## src/hdl/palette_prom.sv

```systemverilog
// 256 x 4 colour PROM, loaded through the prog port before use.
// Contents are undefined until loaded; only the output starts at zero.
`timescale 1ns/1ps

module palette_prom (
    input  logic       clk,
    input  logic       cen,
    input  logic [7:0] prog_addr,
    input  logic [3:0] prog_data,
    input  logic       prog_en,
    input  logic [7:0] rd_addr,
    output logic [3:0] q = 4'd0
);

    logic [3:0] mem [256];

    // Loader port, any clk
    always_ff @(posedge clk) begin
        if (prog_en) begin
            mem[prog_addr] <= prog_data;
        end
    end

    // One pixel of delay on the lookup
    always_ff @(posedge clk) begin
        if (cen) begin
            q <= mem[rd_addr];
        end
    end

endmodule

```

## config.mk

```make
export PLATFORM = sky130hd
export DESIGN_NAME = palette_prom
export DESIGN_NICKNAME = d
export VERILOG_FILES = /design/src/hdl/palette_prom.sv
export SDC_FILE = /design/constraint.sdc
export NUM_CORES = 1
export LEC_CHECK = 0
export BUFFER_PORTS_ARGS = -buffer_cell sky130_fd_sc_hd__buf_2
export CAP_MARGIN = 20
export CORE_MARGIN = 4
export CORE_UTILIZATION = 43
export DETAILED_ROUTE_END_ITERATION = 8
export MAX_ROUTING_LAYER = met4
export REMOVE_ABC_BUFFERS = 1
export SETUP_SLACK_MARGIN = 0.5
export SYNTH_ARGS = -nofsm -noshare
export SYNTH_HDL_FRONTEND = slang
export SYNTH_SLANG_ARGS = --single-unit
```

## constraint.sdc

```tcl
create_clock -name clk -period 1.9 [get_ports clk]
set_input_delay 0 -clock clk [delete_from_list [all_inputs] [get_ports clk]]
set_output_delay 0 -clock clk [all_outputs]
set_load 0.01 [all_outputs]
```

==> impl_metrics.tcl <==
set metrics [dict create \
    final_cell_mix "1028 x edfxtp_1, 262 x nor2_1, 250 x mux4_2" \
    seqCellArea_sq_um 30900 \
    status "complete, but fails checks" \
    fin_skew_ns 0.0220 \
    synthesis.area_sq_um 40700 \
    htree_levels 3 \
    vias 21100 \
    initial_utilization_pct 43.5 \
    synth.avg_cell_area_sq_um 19.9 \
    fin_crit_ns 2.39 \
    rsz0062_at_grt "true" \
    yosys_register_bits 1028 \
    syn2layout_area_growth_pct 17.1 \
    final_cells 3632 \
    crit_fanout 1 \
    nets 2300 \
    hold_path.class "input pin to flip-flop" \
    routed_via_density 5.82 \
    num_rows 112 \
    grt_max_degree 79 \
    grt_antenna_before_repair 11 \
    r2r-start "mem[163][3]" \
    nFillCells 7472 \
    gr-total-overflow 0 \
    synth_top_cell_area_share_pct 75.8 \
    cpMostUsedCell "buf_4" \
    arrival_ns 2.81 \
    yosysWarnings 0 \
    firstDrtPassIters 6 \
    synth_seq_area_share_pct 75.8 \
    clk_pin_slew_ns 0.06 \
    crit_chain "mux4_2, nor2b_4, a211oi_2, a2111oi_2, buf_4, nor4_4, buf_4, o211ai_1" \
    synthTopCellsByArea "edfxtp_1 76%, mux4_2 14%, nor2_1 2.5%" \
    drv_slew 0 \
    crit_type "flip-flop to flip-flop" \
    critPathLaunchType "flip-flop" \
    violations "setup timing" \
    synth_cell_types 41 \
    post_cts_buffers 0 \
    max-cap-violations 0 \
    yosysTopAreaCell "edfxtp_1" \
    routedWlPerCell_um 27.5 \
    core_sq_um 93600 \
    fin_crit_sh_pct 126 \
    drive_above_1_share_pct 29.0 \
    setup_viol 4 \
    cp_top_family "simple AND/OR/NAND/NOR gates" \
    multiInputGateArea_sq_um 9280 \
    cts_buffer_depth 3 \
    p_leak_nw 15.0 \
    die_w_um 316 \
    tightest_slew_ns 0.928 \
    powerDensity_nw_per_um2 1010 \
    slew_headroom_pct 36.5 \
    cts.sinks 1028 \
    worstHoldStart "prog_addr[3]" \
    postRouteAntennaNets 0 \
    worstSetupStartpoint "mem[163][3]" \
    slowest_stage "mux4_2" \
    cp.required_ns 2.32 \
    final_common_cell "edfxtp_1" \
    crit_path_end_kind "flip-flop" \
    peakVddDrop_uv 652 \
    top_level_ports 27 \
    routabilityCongestion 0.872 \
    clock_latency_ns 0.68 \
    die_area_sq_um 99700 \
    finalHoldViolCount 0 \
    timing.final.ws_setup_ns -0.493 \
    drc 0 \
    grt_use_total_pct 21.0 \
    synth_cells 2051 \
    slowest_delay_ns 0.49 \
    routed_wl_mm 99.8 \
    portBuffers 26 \
    cp_num_buf_inv 2 \
    fmax_ghz 0.418 \
    dp_hpwl_mm 65.3 \
    cts-root-buf "clkbuf_16" \
    cts_buffers 103 \
    drt-initial-drc-count 2624 \
    fin_util_pct 50.9 \
    die_h_um 316 \
    grt_pass1_wl_mm 148 \
    placed_cells 3417 \
    cts_tree "built" \
    grt_pass1_vias 21700 \
]
## path summary, 6_finish.rpt
kind,to,slack [ns],cells after the start
worst max-delay path,q[3],-0.49,8
worst min-delay path,mem[156][2],0.04,3
worst min register to register,q[2],1.02,6
worst max register to register,q[3],-0.49,8
## routing by layer
metal  share of wire [%]  GRT usage, %  vias to the layer above  wire [um]
met5                   0             -                        -          0
met4                 2.4          5.56                        0       2350
met3                 8.8          4.08                      150       8790
met2                  47          31.6                      944      47000
met1                  42          29.8                    11200      41700
li1                    -             -                     8873          -
## tightest hold or removal path: cells and delay by family
| kind | cells | cell delay, ns |
|---|---|---|
| AND/OR/NAND/NOR | 2 | 0.37 |
| buffers and inverters | 1 | 0.16 |
## through the flow
step	power, W	setup TNS, ns	hold WS (ns)	setup WS [ns]	instance area, sq um
2_1_floorplan	0.0265	-0.0922	0.0989	-0.0922	40000
3_3_place_gp	0.0281	-2.79	0.302	-0.942	44000
3_5_place_dp	0.0281	-2.85	0.309	-0.944	44000
4_1_cts	0.0484	-1.64	0.00183	-0.450	47600
5_1_grt	0.0497	-1.92	0.0474	-0.543	47700
6_report	0.0481	-1.64	0.0437	-0.493	47700
## Yosys cell counts (all sizes together)
| cell | instances |
|---|---|
| a21oi | 13 |
| nand3b | 1 |
| a2bb2oi | 1 |
| or2 | 2 |
| a22oi | 32 |
| nand3 | 39 |
| or3b | 1 |
| or3 | 2 |
| a21boi | 2 |
| o21bai | 2 |
| nor3 | 7 |
| o21ai | 16 |
| nor2 | 275 |
| a31oi | 6 |
| nand4 | 15 |
| nor3b | 1 |
| nand2b | 12 |
| nand2 | 55 |
| mux2 | 6 |
| a2111oi | 7 |
| o221ai | 8 |
| or4 | 1 |
| edfxtp | 1028 |
| mux4 | 250 |
| clkbuf | 68 |
| and4 | 2 |
| buf | 60 |
| inv | 2 |
| mux2i | 65 |
| nor2b | 26 |
| o211ai | 13 |
| a211oi | 7 |
| a221oi | 8 |
| nor4 | 5 |
| o22ai | 10 |
| and2 | 3 |
## final cells by class
| cell class | count | share of cell area, % |
|---|---|---|
| tap | 1254 | 3.29 |
| multi-input combinational | 893 | 19.5 |
| inverter | 2 | 0.0157 |
| sequential | 1028 | 64.7 |
| clock buffer | 117 | 5.52 |
| antenna | 12 | 0.0630 |
| timing repair buffer | 249 | 5.24 |
| clock inverter | 77 | 1.66 |
## sequential cells by signal, indices dropped and copies added (netlist names)
name / flops
q: 4
mem: 1024
## report_power, final
| part | switching, W | total (W) | internal [W] |
|---|---|---|---|
| Sequential | 0.0000383 | 0.0250 | 0.0250 |
| Clock | 0.00872 | 0.0204 | 0.0117 |
| Combinational | 0.00153 | 0.00265 | 0.00112 |
| Total | 0.0103 | 0.0481 | 0.0378 |
## what timing repair did
item | in CTS | in global routing
hold buffers | 9 | 0
endpoints found under the hold margin | 574 | 0
endpoints found under the setup margin | 8 | 56
gates resized for setup | 14 | 21
pin swaps | 5 | 7
## logic make-up (layout without fill, tap and decap cells)
kind of cell | after synthesis | after routing | share of synthesized area [%]
AND/OR/NAND/NOR | 447 | 447 | 4.73
AO/OA/AOI/OAI | 125 | 125 | 2.15
buffers and inverters | 130 | 445 | 1.71
multiplexers | 321 | 321 | 15.6
other | 0 | 12 | 0
flip-flops | 1028 | 1028 | 75.8
Power figures use the tool's default switching activity.
