===== src/hdl/tile_pkg.sv =====
// Shared types for the tile layer. Counts assume a 384 x 264 raster with a
// 256 x 224 visible window; everything runs on one clock domain.
package tile_pkg;

    // Raster size in pixel clocks and lines
    localparam int unsigned h_total  = 384;
    localparam int unsigned v_total  = 264;

    // Blank edges, active from *_end up to *_start
    localparam int unsigned hb_start = 256;
    localparam int unsigned hb_end   = 0;
    localparam int unsigned vb_start = 240;
    localparam int unsigned vb_end   = 16;

    typedef logic [8:0] hdump_t;
    typedef logic [7:0] vdump_t;

    // Graphics ROM word address: code_msb, code, fine row
    typedef logic [12:0] rom_addr_t;

    // Beam position as seen by the renderers
    typedef struct packed {
        hdump_t hdump;
        vdump_t vdump;
        logic   lhbl;   // Low during horizontal blank
        logic   lvbl;   // Low during vertical blank
        logic   flip;   // Screen flip, follows the pixel clock
    } video_pos_t;

    // Attribute byte as stored in the upper map half
    typedef struct packed {
        logic [1:0] code_msb;   // Tile code bits 9..8
        logic       vflip;
        logic       hflip;
        logic [3:0] pal;        // Palette row
    } tile_attr_t;

    typedef enum logic {
        cpu_read  = 1'b0,
        cpu_write = 1'b1
    } cpu_op_e;

    // CPU side of the board, one transfer per clk while a select is high
    typedef struct packed {
        logic [10:0] addr;
        logic [7:0]  din;
        cpu_op_e     op;
        logic        vram_cs;
        logic        vscr_cs;
    } cpu_bus_t;

endpackage


===== src/hdl/scroll_layer.sv =====
// Column scroll tile layer, 8x8 tiles at 4 bpp. Needs a ROM that answers
// within one clk, the fetch window is only two pixel clocks long.
`timescale 1ns/1ps

module scroll_layer
    import tile_pkg::*;
(
    input  logic        clk,
    input  logic        rst,
    input  logic        pxl_cen,
    input  video_pos_t  pos,
    input  cpu_bus_t    cpu,
    output logic [7:0]  vscr_dout,
    output logic [9:0]  rd_addr,
    input  logic [7:0]  code,
    input  tile_attr_t  attr,
    output rom_addr_t   rom_addr,
    input  logic [31:0] rom_data,
    output logic [7:0]  pal_addr
);

    logic [7:0]  vpos;      // CPU scroll value
    logic [7:0]  vscr;      // Scrolled row for the current line
    logic [7:0]  hdf;       // Column after screen flip
    logic        load_col;
    logic [31:0] pxl_data;
    logic        cur_hf;
    logic [3:0]  cur_pal;

    // Planar ROM word into one nibble per pixel, leftmost pixel on top
    function automatic logic [31:0] planar_to_packed(input logic [31:0] w);
        logic [31:0] r;
        for (int h = 0; h < 2; h++) begin
            for (int n = 0; n < 4; n++) begin
                for (int b = 0; b < 4; b++) begin
                    r[16*h + 15 - 4*n - b] = w[16*h + 15 - n - 4*b];
                end
            end
        end
        return r;
    endfunction

    assign hdf      = pos.hdump[7:0] ^ {8{pos.flip}};
    assign load_col = (pos.hdump[2:0] == 3'd1);  // Map and ROM have settled by now

    assign rd_addr   = {vscr[7:3], hdf[7:3]};
    assign rom_addr  = {attr.code_msb, code, vscr[2:0] ^ {3{attr.vflip}}};
    assign vscr_dout = vscr;

    // Scroll latch, reloaded every clk while its window is open
    always_ff @(posedge clk or posedge rst) begin
        if (rst) begin
            vpos <= '0;
            vscr <= '0;
        end else begin
            if (cpu.vscr_cs && cpu.op == cpu_write) begin
                vpos <= cpu.din;
            end
            if (pos.hdump[8]) begin
                vscr <= {8{pos.flip}} ^ pos.vdump;  // Blank, no scroll
            end else if (pos.hdump[4]) begin
                vscr <= {8{pos.flip}} ^ (pos.vdump + vpos);
            end
        end
    end

    // Pattern shifter. Screen flip mirrors each tile on top of hflip
    always_ff @(posedge clk) begin
        if (pxl_cen) begin
            if (load_col) begin
                pxl_data <= planar_to_packed(rom_data);
                cur_hf   <= attr.hflip ^ pos.flip;
                cur_pal  <= attr.pal;
            end else begin
                pxl_data <= cur_hf ? pxl_data >> 4 : pxl_data << 4;
            end
        end
    end

    // Palette row is held per tile so the next fetch cannot recolour it
    assign pal_addr = {cur_pal, cur_hf ? pxl_data[3:0] : pxl_data[31:28]};

    // The ROM word loaded must belong to the address on the bus at load.
    // Scroll writes or a flip change inside the window move it legally
    property rom_addr_held_p;
        @(posedge clk) disable iff (rst)
            (pxl_cen && load_col
                && !$past(cpu.vscr_cs, 2) && !$past(cpu.vscr_cs, 3)
                && $past(pos.flip, 2) == pos.flip)
            |-> $stable(rom_addr);
    endproperty

    assert property (rom_addr_held_p)
        else $error("rom_addr moved during tile load: %h", rom_addr);

endmodule


===== config.mk =====
export PLATFORM = sky130hd
export DESIGN_NAME = scroll_layer
export DESIGN_NICKNAME = d
export VERILOG_FILES = /design/src/hdl/tile_pkg.sv /design/src/hdl/scroll_layer.sv
export SDC_FILE = /design/constraint.sdc
export NUM_CORES = 1
export LEC_CHECK = 0
export BUFFER_PORTS_ARGS = -buffer_cell sky130_fd_sc_hd__clkbuf_2
export CORE_AREA = 2 2 73 110
export DETAILED_ROUTE_END_ITERATION = 10
export DIE_AREA = 0 0 75 112
export GPL_TIMING_DRIVEN = 0
export HOLD_SLACK_MARGIN = 0.12
export PLACE_DENSITY = 0.71
export SYNTH_ARGS = -nofsm -noshare
export SYNTH_HDL_FRONTEND = slang
export SYNTH_SLANG_ARGS = --single-unit

===== constraint.sdc =====
create_clock -name clk -period 2.05 [get_ports clk]
set_clock_uncertainty 0.1 [all_clocks]
set_input_delay 0.205 -clock clk [delete_from_list [all_inputs] [get_ports clk]]
set_output_delay 0.205 -clock clk [all_outputs]
set_load 0.01 [all_outputs]

==> results.toml, run 1 <==
[outcome]
status = "completed"

[critical_path]
critPathKind = "reg2reg"
r2r_cells = 8
cpPeakStageDelay_ps = 380
r2r-start = "vpos[0]"
crit_family = "compound AO/OA/AOI/OAI gates"
reg2reg_to = "vscr_dout[4]"
crit_required_ps = 2170
critical_path.cell_chain = "ha_1, inv_1, fa_2, nor2b_1, o21a_1, or3_1, a31o_1, o21ai_2"
cp-end-kind = "flop"
startpoint_type = "flop"
slowest_stage = "dfrtp_1"
crit_arrival_ps = 2080
critPathBufInv = 1
cp_max_fo = 3
r2r_setup_slack_ps = 90

[floorplan]
dieArea_um2 = 8400
start_util_pct = 41.3
die_w_um = 75
fp.dieH_um = 112
core_area_um2 = 7470
placementRows = 39
io_pins = 132

[power_and_ir_drop]
power_density_nw_per_um2 = 713
peakVddDrop_mv = 0.502
leakage_nw = 1.91

[hold_path]
hold_start = "rom_data[14]"
hold_path_depth = 3
hold_path_end = "pxl_data[11]"
hold_class = "in2reg"

[drt]
route.detailed.drc = 0
routed_wl_mm = 7.95
drt_iter0_markers = 183
viasPerCell = 4.88
wire_per_inst_um = 14.6
ant_nets = 0
detail_route.first_pass.iterations = 4
vias = 2652

[cts]
clock_latency_ps = 290
cts.htree.levels = 2
cts_root_buffer = "clkbuf_16"
path_clk_slew_ps = 70
clockBufferDepth = 2
post_cts_buffers = 0
cts_tree = "done"
clock-sinks = 53
cts_buffers = 5

[grt]
grt.total_usage_pct = 19.2
grt_pass1_vias = 2765
grt_overflow = 0
antenna_found_initial = 0
grt_max_degree = 34
grt_pass1_wl_mm = 12.4

[cells_and_area]
syn2layout_area_growth_pct = 39.6
fin_nets = 541
final_cell_mix = "clkbuf_2, nand2_1, dlygate4sd3_1"
n_fill_cell = 631
layout_commonest_cell = "clkbuf_2"
antenna_cells = 0
drive_above_1_share_pct = 34.2

[timing]
layout_setup_ws_ps = 93.8
fmax_ghz = 0.511
hold_violations = 0
period_share_pct = 95.4
slew_headroom_pct = 44.1
finalSetupViolCount = 0
grt_setup_unrepaired = "no"
slew_viol_final = 0
min_period_ps = 1960
worstMarginPinSlew_ps = 838
fin_setup_tns_ps = 0

[placement]
dp_hpwl_mm = 5.75
port_buffers = 106
place.gp.congestion = 0.864
pre_cts_slack_ps = 96.9

[synthesis]
syn_area_um2 = 3080
yosys_warnings = 0
yosys-top-cells-area = "edfxtp_1, dfrtp_1, mux2i_1"
syn-num-nets = 390
seq_area_frac_synth_pct = 49.0
synth_cells = 289
yosys_register_bits = 53
synth_cell_type_count = 30
netlist.area_leader.share_pct = 36.0
synth_largest_area_cell = "edfxtp_1"
synth_area_per_cell_um2 = 10.7

[run]
drv_cap = 0
-- sequential cells by signal, indices dropped and copies added (netlist names) --
name / cells
cur_hf: 1
vpos: 8
pxl_data: 32
vscr_dout: 8
cur_pal: 4
-- power by group --
group / switching [mW] / internal (mW)
Combinational: 0.359 / 0.397
Sequential: 0.0784 / 1.28
Clock: 0.384 / 0.573
-- worst max path at each step --
stage	end	start	cells after the start
after global routing	vscr_dout[4]	vpos[0]	8
after floorplan	vscr_dout[4]	vpos[0]	8
final	vscr_dout[4]	vpos[0]	8
after CTS	pal_addr[2]	cur_hf	4
after global placement	pxl_data[25]	pos[12]	5
after detailed placement	vscr_dout[4]	vpos[0]	8
-- kinds of logic (layout without fill, tap and decap cells) --
group	after synthesis	in the layout	synth area share (%)
multiplexers	38	38	12.8
AO/OA/AOI/OAI	57	57	10.1
AND/OR/NAND/NOR	70	70	10.1
flip-flops	53	53	49.0
adder cells (fa/ha/maj)	8	8	3.49
buffers and inverters	35	187	6.57
XOR/XNOR	28	28	7.95
-- per-layer routing --
metal | global-route usage [%] | vias up | wire, um | part of all wire (%)
li1 | - | 1299 | - | -
met1 | 19.8 | 1247 | 2970 | 37
met2 | 35.6 | 93 | 4440 | 56
met3 | 3.98 | 13 | 364 | 4.6
met4 | 8.21 | 0 | 172 | 2.2
met5 | 0 | - | 0 | 0
-- cells in the mapped netlist, drive strengths merged --
cell type / count
a21oi: 10
inv: 4
o211ai: 2
and2: 1
nor2b: 3
nor3b: 4
edfxtp: 37
nor3: 1
o21ai: 39
or3: 1
a21o: 1
nand3: 3
nand2: 45
nor2: 6
clkbuf: 8
buf: 23
xnor2: 13
nand2b: 6
xor2: 15
a31o: 1
a211oi: 2
fa: 1
dfrtp: 16
o21a: 1
a22oi: 1
mux2: 12
ha: 7
mux2i: 26
-- final cells by class --
type                            count  area (um2)  share of cell area (%)
Tap cell                          102         128                    2.97
Timing Repair Buffer              145         921                    21.4
Sequential cell                    53        1510                    35.1
Buffer                             30         186                    4.33
Multi-Input combinational cell    201        1380                    32.0
Inverter                            4        15.0                   0.349
Clock buffer                        5         125                    2.91
Clock inverter                      3        41.3                   0.960
-- worst reg2reg max path: cells and delay by family, from the launching register on --
kind	cells	cell delay, ps
compound gates	3	520
fa+ha+maj	2	410
buf+inv	1	80
flops	1	380
simple gates	2	410
-- metrics by stage --
step / hold WS [ps] / util, % / std cells / instance area (um2) / power, mW
2_1_floorplan: 18.7 / - / 289 / 3080 / 1.80
3_3_place_gp: 211 / 50.1 / 497 / 3740 / 2.05
3_5_place_dp: 213 / 50.1 / 497 / 3740 / 2.07
4_1_cts: 122 / 57.6 / 544 / 4300 / 3.08
5_1_grt: 126 / 57.6 / 543 / 4300 / 3.23
6_report: 127 / 57.6 / 543 / 4300 / 3.07
-- repair_timing --
| item | 4_1_cts | 5_1_grt |
|---|---|---|
| cloned | 0 | 0 |
| hold buffers | 39 | 0 |
| setup endpoints to repair | 2 | 4 |
| resized for setup | 1 | 2 |
| endpoints found under the hold margin | 54 | 0 |
Power figures use the tool's default switching activity.
==> inputs of run 2 (changes only) <==
--- a/config.mk
+++ b/config.mk
@@ -6,12 +6,12 @@
 export NUM_CORES = 1
 export LEC_CHECK = 0
 export BUFFER_PORTS_ARGS = -buffer_cell sky130_fd_sc_hd__clkbuf_2
-export CORE_AREA = 2 2 73 110
+export CORE_AREA = 2 2 82 99
 export DETAILED_ROUTE_END_ITERATION = 10
-export DIE_AREA = 0 0 75 112
+export DIE_AREA = 0 0 84 101
 export GPL_TIMING_DRIVEN = 0
 export HOLD_SLACK_MARGIN = 0.12
-export PLACE_DENSITY = 0.71
+export PLACE_DENSITY = 0.7
 export SYNTH_ARGS = -nofsm -noshare
 export SYNTH_HDL_FRONTEND = slang
 export SYNTH_SLANG_ARGS = --single-unit
==> constraint.sdc (replaced) <==
create_clock -name clk -period 2.05 [get_ports clk]
set_clock_uncertainty 0.1 [all_clocks]
set_input_delay 0.41 -clock clk [delete_from_list [all_inputs] [get_ports clk]]
set_output_delay 0.41 -clock clk [all_outputs]
set_load 0.01 [all_outputs]
==> results.toml, run 2 (same netlist as run 1, synthesis figures left out) <==
[critical_path]
r2r-start = "vpos[0]"
cp-end-kind = "flop"
reg2reg_to = "vscr_dout[4]"
cp_max_fo = 3
r2r_cells = 8
startpoint_type = "flop"
crit_arrival_ps = 2080
r2r_setup_slack_ps = 110
critPathKind = "reg2reg"
crit_required_ps = 2190

[floorplan]
die_w_um = 84
fp.dieH_um = 101
core_area_um2 = 7580
io_pins = 132
dieArea_um2 = 8480
placementRows = 35
start_util_pct = 40.7

[cts]
cts_tree = "done"
clock_latency_ps = 320
clock-sinks = 53
cts_buffers = 5
path_clk_slew_ps = 100
cts_root_buffer = "clkbuf_8"
cts.htree.levels = 2
clockBufferDepth = 2

[placement]
dp_hpwl_mm = 5.49
place.gp.congestion = 0.868
port_buffers = 106
dp.cells = 487

[grt]
grt.total_usage_pct = 16.6
grt_pass1_vias = 2448
grt_pass1_wl_mm = 11.2
grt_overflow = 0
antenna_found_initial = 0
grt_max_degree = 34

[outcome]
status = "completed"

[timing]
worstMarginPinSlew_ps = 827
finalSetupViolCount = 0
hold_violations = 0
period_share_pct = 94.6
grt_setup_unrepaired = "no"
hold_ws_ps = 170
min_period_ps = 1940
fmax_ghz = 0.515
slew_headroom_pct = 44.9
slew_viol_final = 0

[cells_and_area]
fin_cells = 497
syn2layout_area_growth_pct = 25.7
fin_nets = 505
drive_above_1_share_pct = 38.3
largest-register = "pxl_data"
largest_reg_flops = 32
antenna_cells = 0
final_cell_mix = "clkbuf_2, nand2_1, o21ai_0"
layout_commonest_cell = "clkbuf_2"

[drt]
detail_route.first_pass.iterations = 4
routed_wl_mm = 6.94
ant_nets = 0
drt_iter0_markers = 93
vias = 2439
viasPerCell = 4.91
wire_per_inst_um = 14.0
route.detailed.drc = 0

[power_and_ir_drop]
power_density_nw_per_um2 = 720
peakVddDrop_mv = 0.461
leakage_nw = 1.74
fin_total_pwr_mw = 2.79

[hold_path]
hold_class = "in2reg"
hold_start = "attr[0]"
hold_path_end = "cur_pal[0]"
hold_path_depth = 1

[run]
drv_cap = 0
-- run 2: routing by layer --
metal,vias to the layer above,share of wire [%],global-route usage (%)
li1,1221,-,-
met1,1119,40,19.6
met2,88,52,29.8
met3,11,6.0,3.77
met4,0,1.8,5.33
met5,-,0,0
-- run 2: power by group --
group / leakage (nW) / switching (mW) / internal, mW
Sequential: 0.553 / 0.0742 / 1.27
Combinational: 1.13 / 0.341 / 0.355
Clock: 0.0603 / 0.372 / 0.375
-- run 2: layout make-up --
type | count | area, um2
Tap cell | 92 | 115
Multi-Input combinational cell | 201 | 1370
Clock inverter | 3 | 50.0
Inverter | 4 | 15.0
Timing Repair Buffer | 109 | 556
Buffer | 30 | 186
Sequential cell | 53 | 1510
Fill cell | 699 | 3700
Clock buffer | 5 | 68.8
-- run 2: worst max-delay path by stage --
stage                  from           end  slack, ps  cells after the start
detailed placement   pos[3]  vscr_dout[4]        -60                      9
finish              vpos[0]  vscr_dout[4]        110                      8
global route        vpos[0]  vscr_dout[4]         20                      8
floorplan            pos[3]  vscr_dout[4]        170                      8
global placement     pos[3]  vscr_dout[4]        -20                      9
CTS                 vpos[0]  vscr_dout[4]         90                      8
-- run 2: what timing repair did --
item,4_1_cts,5_1_grt
buffers inserted,1,1
gates resized for setup,1,3
hold buffers,1,0
setup endpoints to repair,2,1
endpoints found under the hold margin,16,0
pin swaps,0,2
-- run 2: stage by stage --
step,setup TNS (ps),util [%],setup slack (ps),area (um2)
2_1_floorplan,0,-,168,3080
3_3_place_gp,-21.7,49.2,-21.7,3730
3_5_place_dp,-70.6,49.2,-57.5,3730
4_1_cts,0,51.0,93.4,3860
5_1_grt,0,51.2,20.6,3880
6_report,0,51.2,110,3880
-- run 2: critical path, cell delays in order (launching register included) --
cell	delay, ps
dfrtp_1	390
ha_2	190
inv_2	60
fa_2	200
nor2b_1	50
o21a_1	210
or3_1	350
a31o_1	230
o21ai_2	100
==> inputs of run 3 (changes only) <==
==> constraint.sdc (replaced) <==
create_clock -name clk -period 2.05 [get_ports clk]
set_clock_uncertainty 0.1 [all_clocks]
set_input_delay 0.5125 -clock clk [delete_from_list [all_inputs] [get_ports clk]]
set_output_delay 0.5125 -clock clk [all_outputs]
set_load 0.01 [all_outputs]
==> results.toml, run 3 (same netlist as run 1, synthesis figures left out) <==
[outcome]
status = "completed"

[critical_path]
cpPeakStageDelay_ps = 410
critPathKind = "reg2out"
crit_required_ps = 1440
cp-end-kind = "output pin"
cp_max_fo = 10
critPathBufInv = 2
critical_path.cell_chain = "buf_6, mux2_2, clkbuf_2"
crit_family = "flip-flops"
startpoint_type = "flop"
slowest_stage = "edfxtp_1"
crit_arrival_ps = 1390

[grt]
grt_pass1_vias = 2435
antenna_found_initial = 0
grt_max_degree = 34
grt_pass1_wl_mm = 11.1
grt_overflow = 0
grt.total_usage_pct = 16.4

[cts]
cts_root_buffer = "clkbuf_8"
cts_hold_buf = 0
clock_latency_ps = 320
clockBufferDepth = 2
cts.htree.levels = 2
cts_tree = "done"
cts_buffers = 5
path_clk_slew_ps = 100
clock-sinks = 53

[floorplan]
die_w_um = 84
fp.dieH_um = 101
io_pins = 132
core_area_um2 = 7580
dieArea_um2 = 8480
start_util_pct = 40.7
placementRows = 35

[drt]
ant_nets = 0
viasPerCell = 4.91
routed-wl-met3_um = 389
detail_route.first_pass.iterations = 4
routed_wl_mm = 6.90
vias = 2430
wl_met2_mm = 3.57
route.detailed.drc = 0
wl_met1_mm = 2.81
maxUsedRoutingLayer = "met4"
wire_per_inst_um = 13.9
drt_iter0_markers = 103

[timing]
slew_viol_final = 0
grt_setup_unrepaired = "no"
hold_violations = 0
slew_headroom_pct = 44.3
fmax_ghz = 0.500
worstMarginPinSlew_ps = 836
min_period_ps = 2000
period_share_pct = 97.7
finalSetupViolCount = 0

[placement]
dpl_cell_area_um2 = 3730
place.gp.congestion = 0.868
port_buffers = 106
dp_hpwl_mm = 5.49
dp.cells = 487

[power_and_ir_drop]
power_density_nw_per_um2 = 721
power_report.internal_total_mw = 2.00
switchingPower_uw = 785
leakage_nw = 1.74
pwr-share-seq_pct = 48.4
clkPwrFrac_pct = 26.8
peakVddDrop_mv = 0.460
sw_frac_of_total_pct = 28.2
fin_total_pwr_mw = 2.79
pwr-share-comb_pct = 24.8

[cells_and_area]
syn2layout_area_growth_pct = 25.3
fin_cells = 495
largest_reg_flops = 32
fin_nets = 503
fin_area_um2 = 3860
layout_commonest_cell = "clkbuf_2"
multi_input_area_um2 = 1370
largest-register = "pxl_data"
antenna_cells = 0
regArea_um2 = 1510
final_cell_mix = "clkbuf_2, nand2_1, o21ai_0"
n_fill_cell = 699
drive_above_1_share_pct = 38.5

[hold_path]
hold_class = "in2async"

[run]
drv_cap = 0
-- run 3: cell types whose count changed in the layout (fill, tap and decap cells not counted) --
cell           delta
clkbuf_2          +1
buf_4             -2
dlygate4sd3_1     -1
buf_6             +1
clkbuf_1          -1
-- run 3: per-stage QoR --
| stage | setup TNS (ps) | utilization (%) | setup WS [ps] | hold slack, ps |
|---|---|---|---|---|
| 2_1_floorplan | 0 | - | 65.8 | 326 |
| 3_3_place_gp | -1330 | 49.2 | -124 | 395 |
| 3_5_place_dp | -1600 | 49.2 | -160 | 402 |
| 4_1_cts | 0 | 50.8 | 11.4 | 183 |
| 5_1_grt | 0 | 51.0 | 1.29 | 214 |
| 6_report | 0 | 51.0 | 48.0 | 158 |
-- run 3: timing repair --
item,CTS,global route
setup endpoints to repair,5,2
gates resized for setup,2,5
buffers inserted,1,1
pin swaps,0,2
-- run 3: path summary, 6_finish.rpt --
| path | slack (ps) | cells past startpoint | start | end |
|---|---|---|---|---|
| setup / recovery | 50 | 3 | cur_hf | pal_addr[2] |
| hold / removal | 160 | 2 | rst | vpos[0] |
| setup reg to reg | 110 | 8 | vpos[0] | vscr_dout[4] |
| hold reg to reg | 420 | 1 | vpos[5] | vpos[5] |
| max in group asynchronous | 1280 | 2 | rst | vscr_dout[3] |
| min in group clk | 270 | 1 | attr[0] | cur_pal[0] |
-- run 3: area by class of cell --
type	count	area share, %
Clock buffer	5	1.78
Multi-Input combinational cell	201	35.6
Buffer	29	4.76
Inverter	4	0.389
Clock inverter	3	1.30
Timing Repair Buffer	108	14.1
Tap cell	92	2.98
Sequential cell	53	39.1
-- run 3: per-layer routing --
metal	GRT usage, %	up-vias
met4	5.33	0
met5	0	-
met3	3.77	11
li1	-	1218
met2	29.4	84
met1	19.5	1117
-- run 3: power by group through the flow --
stage               sequential [mW]  combinational (mW)  clock (mW)
finish                         1.35               0.693       0.746
global route                   1.36               0.769       0.813
CTS                            1.35               0.692       0.770
detailed placement             1.37               0.690           0
global placement               1.37               0.670           0
floorplan                      1.36               0.439           0
