--- config.mk ---
export PLATFORM = sky130hd
export DESIGN_NAME = video_timing
export DESIGN_NICKNAME = d
export VERILOG_FILES = /design/src/hdl/tile_pkg.sv /design/src/hdl/video_timing.sv
export SDC_FILE = /design/constraint.sdc
export NUM_CORES = 1
export LEC_CHECK = 0
export BUFFER_PORTS_ARGS = -buffer_cell sky130_fd_sc_hd__buf_2
export CAP_MARGIN = 20
export CELL_PAD_IN_SITES_DETAIL_PLACEMENT = 1
export CELL_PAD_IN_SITES_GLOBAL_PLACEMENT = 1
export CORE_MARGIN = 2
export CORE_UTILIZATION = 42
export DETAILED_ROUTE_END_ITERATION = 10
export PLACE_DENSITY = 0.82
export SYNTH_ARGS = -nofsm -noshare
export SYNTH_HDL_FRONTEND = slang
export SYNTH_SLANG_ARGS = --single-unit
--- constraint.sdc ---
create_clock -name clk -period 2.06 [get_ports clk]
set_input_delay 0.206 -clock clk [delete_from_list [all_inputs] [get_ports clk]]
set_output_delay 0.206 -clock clk [all_outputs]
set_load 0.01 [all_outputs]
--- src/hdl/tile_pkg.sv ---
// Shared types for the tile layer. Counts assume a 384 x 264 raster with a
// 256 x 224 visible window; everything runs on one clock domain.
package tile_pkg;

    // Raster size in pixel clocks and lines
    localparam int unsigned h_total  = 384;
    localparam int unsigned v_total  = 264;

    // Blank edges, active from *_end up to *_start
    localparam int unsigned hb_start = 256;
    localparam int unsigned hb_end   = 0;
    localparam int unsigned vb_start = 240;
    localparam int unsigned vb_end   = 16;

    typedef logic [8:0] hdump_t;
    typedef logic [7:0] vdump_t;

    // Graphics ROM word address: code_msb, code, fine row
    typedef logic [12:0] rom_addr_t;

    // Beam position as seen by the renderers
    typedef struct packed {
        hdump_t hdump;
        vdump_t vdump;
        logic   lhbl;   // Low during horizontal blank
        logic   lvbl;   // Low during vertical blank
        logic   flip;   // Screen flip, follows the pixel clock
    } video_pos_t;

    // Attribute byte as stored in the upper map half
    typedef struct packed {
        logic [1:0] code_msb;   // Tile code bits 9..8
        logic       vflip;
        logic       hflip;
        logic [3:0] pal;        // Palette row
    } tile_attr_t;

    typedef enum logic {
        cpu_read  = 1'b0,
        cpu_write = 1'b1
    } cpu_op_e;

    // CPU side of the board, one transfer per clk while a select is high
    typedef struct packed {
        logic [10:0] addr;
        logic [7:0]  din;
        cpu_op_e     op;
        logic        vram_cs;
        logic        vscr_cs;
    } cpu_bus_t;

endpackage

--- src/hdl/video_timing.sv ---
// Pixel clock is clk/2. vdump wraps 0..255 and then repeats 0..7 inside
// vertical blank, since the line counter only exports its low byte.
`timescale 1ns/1ps

module video_timing
    import tile_pkg::*;
(
    input  logic       clk,
    input  logic       rst,
    input  logic       flip,
    output logic       pxl_cen,
    output video_pos_t pos
);

    hdump_t     hcnt;
    logic [8:0] vcnt;   // 264 lines need the full 9 bits
    hdump_t     h_nxt;
    logic [8:0] v_nxt;
    logic       lhbl;
    logic       lvbl;
    logic       flip_q;

    // Next beam position for the coming pixel enable
    always_comb begin
        h_nxt = hcnt + 1'b1;
        v_nxt = vcnt;
        if (hcnt == h_total - 1) begin
            h_nxt = '0;
            v_nxt = (vcnt == v_total - 1) ? 9'd0 : vcnt + 1'b1;
        end
    end

    always_ff @(posedge clk or posedge rst) begin
        if (rst) begin
            pxl_cen <= 1'b0;
            hcnt    <= '0;
            vcnt    <= '0;
            lhbl    <= 1'b0;
            lvbl    <= 1'b0;
            flip_q  <= 1'b0;
        end else begin
            pxl_cen <= ~pxl_cen;
            if (pxl_cen) begin
                hcnt   <= h_nxt;
                vcnt   <= v_nxt;
                flip_q <= flip;
                // Blank levels are registered with the counters
                lhbl   <= (h_nxt >= hb_end) && (h_nxt < hb_start);
                lvbl   <= (v_nxt >= vb_end) && (v_nxt < vb_start);
            end
        end
    end

    always_comb begin
        pos.hdump = hcnt;
        pos.vdump = vcnt[7:0];
        pos.lhbl  = lhbl;
        pos.lvbl  = lvbl;
        pos.flip  = flip_q;
    end

    // Downstream fetch timing relies on hdump never reaching h_total
    assert property (@(posedge clk) disable iff (rst) pos.hdump < h_total)
        else $error("hdump out of range: %0d", pos.hdump);

endmodule

==> results of run 1 <==
==> kinds of logic (layout without fill, tap and decap cells) <==
logic type,Yosys count,in the layout
muxes,5,5
AOI/OAI and AO/OA,25,25
and+or+nand+nor,59,59
adders and majority gates,2,2
DFF,22,22
buffers and inverters,21,40
xor gates and xnor gates,10,10
==> critical path: stages (launching register included) <==
cell and delay [ps]:
dfrtp_1 440, ha_1 240, and4b_1 230, and2_4 220, and4b_2 230, o32a_1 290, o32ai_2 240
==> repair_timing <==
item | 4_1_cts | 5_1_grt
gates resized for setup | 0 | 1
buffers inserted | 0 | 0
endpoints found under the setup margin | 0 | 1
==> where the power goes <==
group          switching [mW]  leakage, nW  internal [mW]
registers            0.000366        0.284          0.433
logic                 0.00973        0.391        0.00278
clock network           0.132       0.0210          0.108
==> state kept, by name, indices dropped and copies added, names as in the netlist <==
name / cells
flip_q: 1
lvbl: 1
lhbl: 1
vcnt: 9
pxl_cen: 1
hcnt: 9
==> final cells by class <==
cell class,count,area (um^2),area share [%]
clock buffer,4,36.3,2.37
sequential,22,552,36.0
inverter,6,22.5,1.47
timing repair buffer,30,168,10.9
multi-input combinational,101,701,45.7
tap,44,55.1,3.59
==> metrics by stage <==
stage / area (um^2) / hold slack, ps / cells / utilization, % / total power, mW
6_report: 1530 / 46.9 / 207 / 49.4 / 0.685
2_1_floorplan: 1400 / 195 / 144 / - / 0.451
4_1_cts: 1530 / 79.8 / 207 / 49.4 / 0.694
3_3_place_gp: 1500 / 420 / 203 / 48.2 / 0.455
3_5_place_dp: 1500 / 422 / 203 / 48.2 / 0.455
5_1_grt: 1530 / 108 / 207 / 49.4 / 0.711
==> routing by layer <==
metal | vias up | wire length, um
met3 | 4 | 95
met5 | - | 0
met1 | 582 | 1480
met2 | 21 | 1760
li1 | 543 | -
met4 | 0 | 51
==> path summary, 6_finish.rpt <==
path,start,to,slack (ps),cells past startpoint
hold reg to reg,flip_q,flip_q,510,1
max in group asynchronous,rst,vcnt[5],1440,2
min in group clk,flip,flip_q,130,2
hold / removal,rst,vcnt[4],50,2
setup reg to reg,hcnt[1],lvbl,90,6
setup / recovery,hcnt[1],lvbl,90,6
==> layout by cell type (no fill, tap or decap), drive strengths merged, types with 2 or more instances in the layout <==
cell type | netlist | final
and4 | 2 | 2
nor3 | 6 | 6
xnor2 | 9 | 9
clkbuf | 0 | 4
dfrtp | 22 | 22
nand2 | 17 | 17
or4 | 2 | 2
nor4b | 2 | 2
ha | 2 | 2
o2bb2ai | 2 | 2
and4b | 2 | 2
buf | 15 | 30
mux2 | 4 | 4
nor2 | 9 | 9
inv | 6 | 6
nand3 | 8 | 8
nand4 | 3 | 3
or3 | 2 | 2
a21oi | 7 | 7
o21ai | 6 | 6
==> key figures, run 1 <==
Outcome
  • Status: finished, final reports clean

Floorplan
  • Starting Density: between 40% and 50%
  • Die area: approximately 3800 um^2
  • Die width: roughly 62 um
  • Ports: 24
  • Die Y: 61.7 um
  • Row count: 20
  • Core area: 3100 um^2

Timing
  • Final min period: 1970 ps
  • Clk_skew: about 11 ps
  • Final setup fails: 0
  • Rel. slew slack: 42.7%
  • Setup TNS: 0 ps
  • Final WS setup: 88.8 ps
  • Final slew viol count: 0
  • Period Utilization, post-route: 95.7%
  • Worst slew pin tran: approximately 860 ps
  • Hold Vio Cnt, Final: 0
  • Unrepaired setup endpoints after global routing: no
  • Maximum achievable frequency: 0.507 GHz

Synthesis
  • Cell with the most instances after synthesis: dfrtp_1
  • Post-synthesis sequential area ratio: 39.4%
  • Register bit total from synthesis: 22
  • Fraction of the mapped netlist area in simple logic gates: 24.6%
  • EDFF count, synth: 0
  • Mux contribution to synthesized area: under 10%
  • Yosys cell types: 49
  • Adder-cell share of the synthesized area: roughly 1.8%
  • YS warnings: 0
  • Synth top cells by count: dfrtp_1 (22), nand2_1 (16), buf_4 (11), nor2_1 (9), xnor2_1 (9)
  • Largest family of logic cells by synthesized area: simple AND/OR/NAND/NOR gates
  • Post-synth ARST share: between 90% and 100%
  • Post-synth top area cell: dfrtp_1
  • Synth top area share: between 30% and 40%
  • Syn avg cell area: around 9.7 um^2
  • Post-Synthesis Cells: around 140
  • Synthesized area: 1400 um^2
  • Post-synth top flop: dfrtp_1
  • Syn Nets: ~150
  • Synth Area in Compound Gates: a little over an eighth
  • Synth Area in XOR/XNOR: 6.27%
  • Top post-synthesis cells by area: dfrtp_1 (39%), buf_4 (5.9%), xnor2_1 (5.6%)

Layout
  • Proportion of layout cells with a drive suffix above 1: 30.7%
  • Fill cells: roughly 400
  • P&R area growth vs syn: 9.76%
  • # diodes: 0
  • Final nets: ~170

Drt
  • DRC: 0
  • WL per Instance: between 15 and 20 um
  • ANT nets after route: 0
  • 1st-pass router iterations: 4
  • Routed WL: 3380 um
  • Vias: between 1000 and 1500
  • Drt initial violations: 37
  • Vias per cell: approximately 5.6

Critical path
  • Worst Setup Start Kind: register
  • CP Max Fanout: 11
  • Worst EP required: around 2300 ps
  • Nature of the critical path endpoint: register
  • Worst Setup Path Type: reg2reg
  • CP arrival: 2200 ps

Clock tree
  • CTS sink cnt: 22
  • Clock Path Buffers: 2
  • TritonCTS buffer count: 3
  • CTS tree: done
  • H-tree depth: 1
  • CTS root buf: clkbuf_4
  • Cts hold-fix bufs: 0
  • Clock transition at path regs: between 100 and 150 ps
  • Worst-skew pair later-pin latency: 310 ps

GRT
  • Vias in the first global route: around 1200
  • Met3 Resource Use GR: under 10%
  • Global-route wire length before repair: 5600 um
  • Met2 Resource Use GR: between 30% and 40%
  • Met1 Resource Use GR: ~26%
  • Remaining Overflow, GRT: 0
  • Total global-route track usage: 20.4%
  • Most used routing layer: met2
  • Initial antenna violation count: 0
  • Largest net degree at the start of global routing: 23

Placed design
  • Dpl hpwl: about 2500 um
  • Post-placement setup slack: approximately 100 ps
  • PortBufs: 23
  • Global placement routability congestion: between 1 and 1.5

Power
  • Power Density: 447 nW/um^2
  • VDD IR max: roughly 0.28 mV
  • Leak: approximately 0.70 nW

Min path
  • Hold/Removal Path Class: in2async

Run
  • Max-cap viol count: 0
Power figures use the tool's default switching activity.
==> inputs of run 2 (changes only) <==
- HOLD_SLACK_MARGIN: not set -> 0.02
- REMOVE_ABC_BUFFERS: not set -> 1
==> key figures, run 2 (synthesized netlist as in run 1, its figures left out) <==
Power
  • Clock network fraction of total power: 36.3% (+1.4 points)
  • Psw: 0.156 mW (+10%)
  • VDD IR max: 0.463 mV (+65%)
  • Leak: 0.685 nW (-1.6%)
  • Part of the power in registers: 61.9% (-1.3 points)
  • Power Density: 461 nW/um^2 (+3.2%)
  • Net Sw Frac: 22.3% (+1.6 points)
  • Logic pwr share: 1.8% (about the same)
  • Internal power: 0.544 mW (about the same)

Layout
  • Most common cell after layout, fill and taps aside: buf_2
  • # diodes: 0 (unchanged)
  • Proportion of layout cells with a drive suffix above 1: 29.8% (-0.86 points)
  • Register area: 552 um^2 (unchanged)
  • Fill cells: 398 (-1.0%)
  • Multi-input gate area: 701 um^2 (unchanged)
  • Post-route non-filler standard cell count: 205 (-0.97%)
  • Utilization after layout: 49.0% (-0.48 points)
  • Most frequent cells in the layout: buf_2 (23), dfrtp_1 (21), nand2_1 (16)
  • Largest regs: hcnt: 9 flops, vcnt: 9 flops
  • P&R area growth vs syn: 8.68%
  • Final nets: 167 (-1.2%)

Floorplan
  • Die width: 61.7 um (unchanged)
  • Row count: 20 (unchanged)
  • Ports: 24 (unchanged)
  • Core area: 3100 um^2 (unchanged)
  • Die Y: 61.7 um (unchanged)
  • Die area: 3810 um^2 (unchanged)
  • Starting Density: 45.0% (unchanged)

Clock tree
  • Cts hold-fix bufs: 0 (unchanged)
  • H-tree depth: 1 (unchanged)
  • Worst-skew pair later-pin latency: 320 ps (about the same)
  • Clock Path Buffers: 2 (unchanged)
  • Setup Buffers After CTS: 0 (unchanged)
  • Clock transition at path regs: 140 ps (about the same)
  • CTS sink cnt: 22 (unchanged)
  • CTS tree: done
  • CTS root buf: clkbuf_4
  • TritonCTS buffer count: 3 (unchanged)

Critical path
  • Worst path bufs/invs: 0 (unchanged)
  • Critical Path, Cell by Cell: ha_1 -> and3_1 -> or4_1 -> a21oi_1 -> o32a_1 -> o32ai_2
  • CP arrival: 2200 ps (about the same)
  • Nature of the critical path endpoint: register
  • CP Max Fanout: 4 (-7)
  • Worst Setup Path Type: reg2reg
  • Worst EP required: 2270 ps (-20 ps)
  • Critical path depth: 6 (unchanged)
  • CP startpoint: vcnt[0]
  • Crit path max-delay family: simple AND/OR/NAND/NOR gates
  • CP max-delay cell: or4_1
  • R2R Path End: lvbl
  • Largest stage delay, worst path: 500 ps (+60 ps)
  • Crit path capture: lvbl
  • Worst Setup Start Kind: register
  • Launching point of the worst reg2reg path: vcnt[0]
  • R2R Setup Slk: 60 ps (-20 ps)
  • R2R cell count: 6 (unchanged)

Timing
  • Clk_skew: 9.24 ps (-1.54 ps)
  • Setup TNS: 0 ps (unchanged)
  • Maximum achievable frequency: 0.501 GHz (-1.2%)
  • Final min period: 2000 ps (+24.4 ps)
  • Period Utilization, post-route: 96.9% (+1.2 points)
  • Rel. slew slack: 42.6% (-0.18 points)
  • Worst slew pin tran: 861 ps (+2.65 ps)
  • Hold Vio Cnt, Final: 0 (unchanged)
  • Final setup fails: 0 (unchanged)
  • Worst hold slack: 35.4 ps (-11.5 ps)
  • Final slew viol count: 0 (unchanged)
  • Unrepaired setup endpoints after global routing: no

Drt
  • WL per Instance: 17.0 um (+4.2%)
  • Vias: 1170 (+1.7%)
  • DRC: 0 (unchanged)
  • 1st-pass router iterations: 4 (unchanged)
  • Vias per cell: 5.71 (+2.7%)
  • Drt initial violations: 40 (+8.1%)
  • Routed WL: 3490 um (+3.2%)
  • ANT nets after route: 0 (unchanged)

GRT
  • Initial antenna violation count: 0 (unchanged)
  • Remaining Overflow, GRT: 0 (unchanged)
  • Global-route wire length before repair: 6020 um (+7.5%)
  • Largest net degree at the start of global routing: 23 (unchanged)
  • Total global-route track usage: 21.6% (+1.2 points)
  • Vias in the first global route: 1197 (+2.8%)

Placed design
  • Post-Place Cells: 201 (-0.99%)
  • Global placement routability congestion: 0.860 (-15%)
  • PortBufs: 23 (unchanged)
  • Dpl hpwl: 2560 um (+1.8%)

Run
  • Max-cap viol count: 0 (unchanged)

Outcome
  • Status: finished, final reports clean

Min path
  • Hold/Removal Path Class: in2async
-- run 2: cell types whose count changed in the layout (fill, tap and decap cells not counted) --
cell	previous run	this run
buf_4	7	5
-- run 2: area by class of cell --
type                    count  share of cell area, %
well taps                  44                   3.62
repair buffers             28                   10.0
clock buffers               4                   2.39
multi-input cells         101                   46.1
inverters                   6                   1.48
flip-flops and latches     22                   36.3
-- run 2: routing by layer --
metal  global-route usage, %  up-vias  share of wire, %
met5                       0        -                 0
met4                    4.56        0               1.6
met3                    5.04        6               3.4
met2                    37.6       27                50
met1                    27.1      592                45
li1                        -      545                 -
-- run 2: through the flow --
stage / area [um^2] / power, mW / worst slack, ps
6_report: 1520 / 0.700 / 64.4
5_1_grt: 1520 / 0.723 / 2.19
4_1_cts: 1520 / 0.700 / 57.5
3_5_place_dp: 1480 / 0.455 / 80.1
3_3_place_gp: 1480 / 0.454 / 179
2_1_floorplan: 1270 / 0.449 / 155
-- run 2: power groups by stage --
stage                     clock [mW]  sequential, mW  combinational (mW)
final                          0.254           0.433              0.0126
after global routing           0.274           0.434              0.0151
after CTS                      0.254           0.433              0.0134
after detailed placement           0           0.442              0.0134
after global placement             0           0.441              0.0129
after floorplan                    0           0.442             0.00732
-- run 2: what timing repair did --
action | CTS | global route
setup endpoints to repair | 0 | 2
resized for setup | 0 | 1
hold endpoints to repair | 0 | 0
-- run 2: worst min-delay path by stage --
stage | from | end | slack [ps] | depth (start not counted)
finish | rst | vcnt[2] | 40 | 2
global route | rst | hcnt[8] | 100 | 2
CTS | rst | vcnt[3] | 70 | 2
detailed placement | rst | vcnt[2] | 430 | 2
global placement | rst | vcnt[3] | 410 | 2
floorplan | rst | flip_q | 200 | 1
==> inputs of run 3 (changes only) <==
- ABC_AREA: not set -> 1
- CORE_ASPECT_RATIO: not set -> 2
- CORE_UTILIZATION: 42 -> 40
- PLACE_DENSITY: 0.82 -> 0.83
==> key figures, run 3 <==
Outcome
  • Status: finished, final reports clean

Drt
  • DRC: 0 (unchanged)
  • 1st-pass router iterations: 4 (unchanged)
  • WL per Instance: 15.4 um (-9.5%)
  • ANT nets after route: 0 (unchanged)
  • Routed WL: 3300 um (-5.5%)
  • Drt initial violations: 8 (-80%)
  • Vias per cell: 5.38 (-5.7%)
  • Vias: 1152 (-1.5%)

Timing
  • Final slew viol count: 0 (unchanged)
  • Rel. slew slack: 43.7% (+1.1 points)
  • Setup TNS: 0 ps (unchanged)
  • Unrepaired setup endpoints after global routing: no
  • Worst slew pin tran: 844 ps (-16.5 ps)
  • Clk_skew: 2.34 ps (-6.90 ps)
  • Hold Vio Cnt, Final: 0 (unchanged)
  • Period Utilization, post-route: 83.9% (-13 points)
  • Maximum achievable frequency: 0.579 GHz (+16%)
  • Final setup fails: 0 (unchanged)
  • Final min period: 1730 ps (-268 ps)

Clock tree
  • Worst-skew pair later-pin latency: 270 ps (-50 ps)
  • CTS sink cnt: 22 (unchanged)
  • Cts hold-fix bufs: 0 (unchanged)
  • CTS tree: done
  • Clock transition at path regs: 80 ps (-60 ps)
  • Clock Path Buffers: 2 (unchanged)
  • CTS root buf: clkbuf_8
  • Post-cts resize count: 0 (unchanged)
  • Setup Buffers After CTS: 0 (unchanged)
  • TritonCTS buffer count: 3 (unchanged)
  • H-tree depth: 1 (unchanged)

GRT
  • Met1 Resource Use GR: 20.4% (-6.8 points)
  • Most used routing layer: met2
  • Initial antenna violation count: 0 (unchanged)
  • Total global-route track usage: 20.2% (-1.4 points)
  • Met3 Resource Use GR: 1.49% (-3.6 points)
  • Largest net degree at the start of global routing: 23 (unchanged)
  • Remaining Overflow, GRT: 0 (unchanged)
  • Global-route wire length before repair: 5640 um (-6.2%)
  • Vias in the first global route: 1223 (+2.2%)
  • Met2 Resource Use GR: 38.1% (+0.51 points)

Critical path
  • CP max-delay cell: dfrtp_1
  • R2R Path End: vcnt[3]
  • CP Max Fanout: 11 (+7)
  • R2R Setup Slk: 330 ps (+270 ps)
  • Worst Setup Path Type: reg2reg
  • R2R cell count: 10 (+4)
  • Largest stage delay, worst path: 410 ps (-90 ps)
  • CP arrival: 1880 ps (-320 ps)
  • Launching point of the worst reg2reg path: hcnt[0]
  • CP startpoint: hcnt[0]
  • Worst EP required: 2220 ps (-50 ps)
  • Crit path capture: vcnt[3]
  • Critical Path, Cell by Cell: ha_1 -> nand2_1 -> nor2_1 -> nand2_2 -> inv_2 -> nand2_4 -> nor2_4 -> nand2_1 -> o21ai_1 -> a21oi_1
  • Worst Setup Start Kind: register
  • Nature of the critical path endpoint: register
  • Most frequent CP cell: nand2_1

Layout
  • Largest regs: hcnt: 9 flops, vcnt: 9 flops
  • Most frequent cells in the layout: nand2_1 (44), buf_2 (23), dfrtp_1 (22)
  • Proportion of layout cells with a drive suffix above 1: 21.3% (-8.5 points)
  • P&R area growth vs syn: 8.80%
  • Final nets: 189 (+13%)
  • Utilization after layout: 45.1% (-3.9 points)
  • Most common cell after layout, fill and taps aside: nand2_1
  • # diodes: 0 (unchanged)

Synthesis
  • Register bit total from synthesis: 22 (unchanged)
  • Post-synth top flop: dfrtp_1
  • Synthesized area: 1310 um^2 (-6.4%)
  • Top post-synthesis cells by area: dfrtp_1 (42%), nand2_1 (13%), buf_4 (6.3%)
  • Synth top area share: 42.1% (+2.7 points)
  • Post-Synthesis Cells: 168 (+17%)
  • Post-synth ARST share: 100% (unchanged)
  • Yosys cell types: 27 (-45%)
  • Post-synth top area cell: dfrtp_1
  • Post-synthesis sequential area ratio: 42.1% (+2.7 points)
  • Cell with the most instances after synthesis: nand2_1
  • Syn avg cell area: 7.78 um^2 (-20%)
  • YS warnings: 0 (unchanged)
  • EDFF count, synth: 0 (unchanged)
  • Synth top cells by count: nand2_1 (44), dfrtp_1 (22), inv_1 (20), nand3_1 (14), nor2_1 (14)

Floorplan
  • Row count: 29 (+45%)
  • Die area: 3770 um^2 (-0.93%)
  • Ports: 24 (unchanged)
  • Die Y: 84.9 um (+38%)
  • Die width: 44.4 um (-28%)
  • Core area: 3160 um^2 (+1.7%)
  • Starting Density: 41.4% (-3.6 points)

Placed design
  • Dpl hpwl: 2650 um (+3.8%)
  • Global placement routability congestion: 0.798 (-7.3%)
  • PortBufs: 23 (unchanged)

Min path
  • Hold/Removal Path Class: in2async

Power
  • VDD IR max: 0.431 mV (-6.9%)
  • Leak: 0.750 nW (+9.6%)
  • Power Density: 538 nW/um^2 (+17%)

Run
  • Max-cap viol count: 0 (unchanged)
-- run 3: cell count changes after synthesis, moves of 4 or more --
cell,delta
mux2_2,-4
nand2_1,+28
nor3_1,-5
inv_1,+15
nor2_1,+5
nand3_1,+7
xnor2_1,-7
-- run 3: stage by stage --
stage,hold WS [ps],worst slack [ps],power [mW],instances,instance area [um^2]
floorplan,195,506,0.449,154,1200
global placement,409,445,0.455,210,1370
detailed placement,415,344,0.455,210,1370
CTS,130,328,0.772,214,1420
global route,153,152,0.785,214,1420
finish,93.9,332,0.766,214,1420
-- run 3: critical path, delay by kind of cell (launching register included) --
kind	cells	cell delay [ps]
AND/OR/NAND/NOR	6	740
flip-flops	1	410
adder cells (fa/ha/maj)	1	190
AO/OA/AOI/OAI	2	190
buffers and inverters	1	90
-- run 3: kinds of logic (layout without fill, tap and decap cells) --
logic type                 count (synthesis)  count (layout)  share of synthesized area, %
DFF                                       22              22                          42.1
adders and majority gates                  2               2                          1.91
buffers and inverters                     36              51                          14.6
xor gates and xnor gates                   5               5                          3.35
AOI/OAI and AO/OA                         19              19                          8.61
and+or+nand+nor                           84              84                          29.4
-- run 3: cell type report --
type	instances	area (um^2)
fillers	396	1730
multi-input cells	110	566
flip-flops and latches	22	551
repair buffers	25	130
inverters	22	82.6
clock buffers	4	55.1
well taps	31	38.8
-- run 3: worst min path at each step --
| stage | end | slack, ps | start | cells after the start |
|---|---|---|---|---|
| 5_1_grt | flip_q | 150 | flip | 3 |
| 3_5_place_dp | vcnt[1] | 420 | rst | 2 |
| 2_1_floorplan | flip_q | 200 | rst | 1 |
| 6_report | hcnt[8] | 90 | rst | 2 |
| 3_3_place_gp | lhbl | 410 | rst | 2 |
| 4_1_cts | vcnt[1] | 130 | rst | 2 |
-- run 3: routing by layer --
layer	wire, um	part of all wire, %
met2	1950	59
met4	151	4.6
met5	0	0
met3	81	2.5
met1	1110	34
-- run 3: where the power goes --
group	switching (mW)	internal (mW)	leakage, nW	total (mW)
Clock	0.150	0.171	0.0288	0.321
Combinational	0.00997	0.00252	0.436	0.0125
Sequential	0.000468	0.432	0.285	0.433
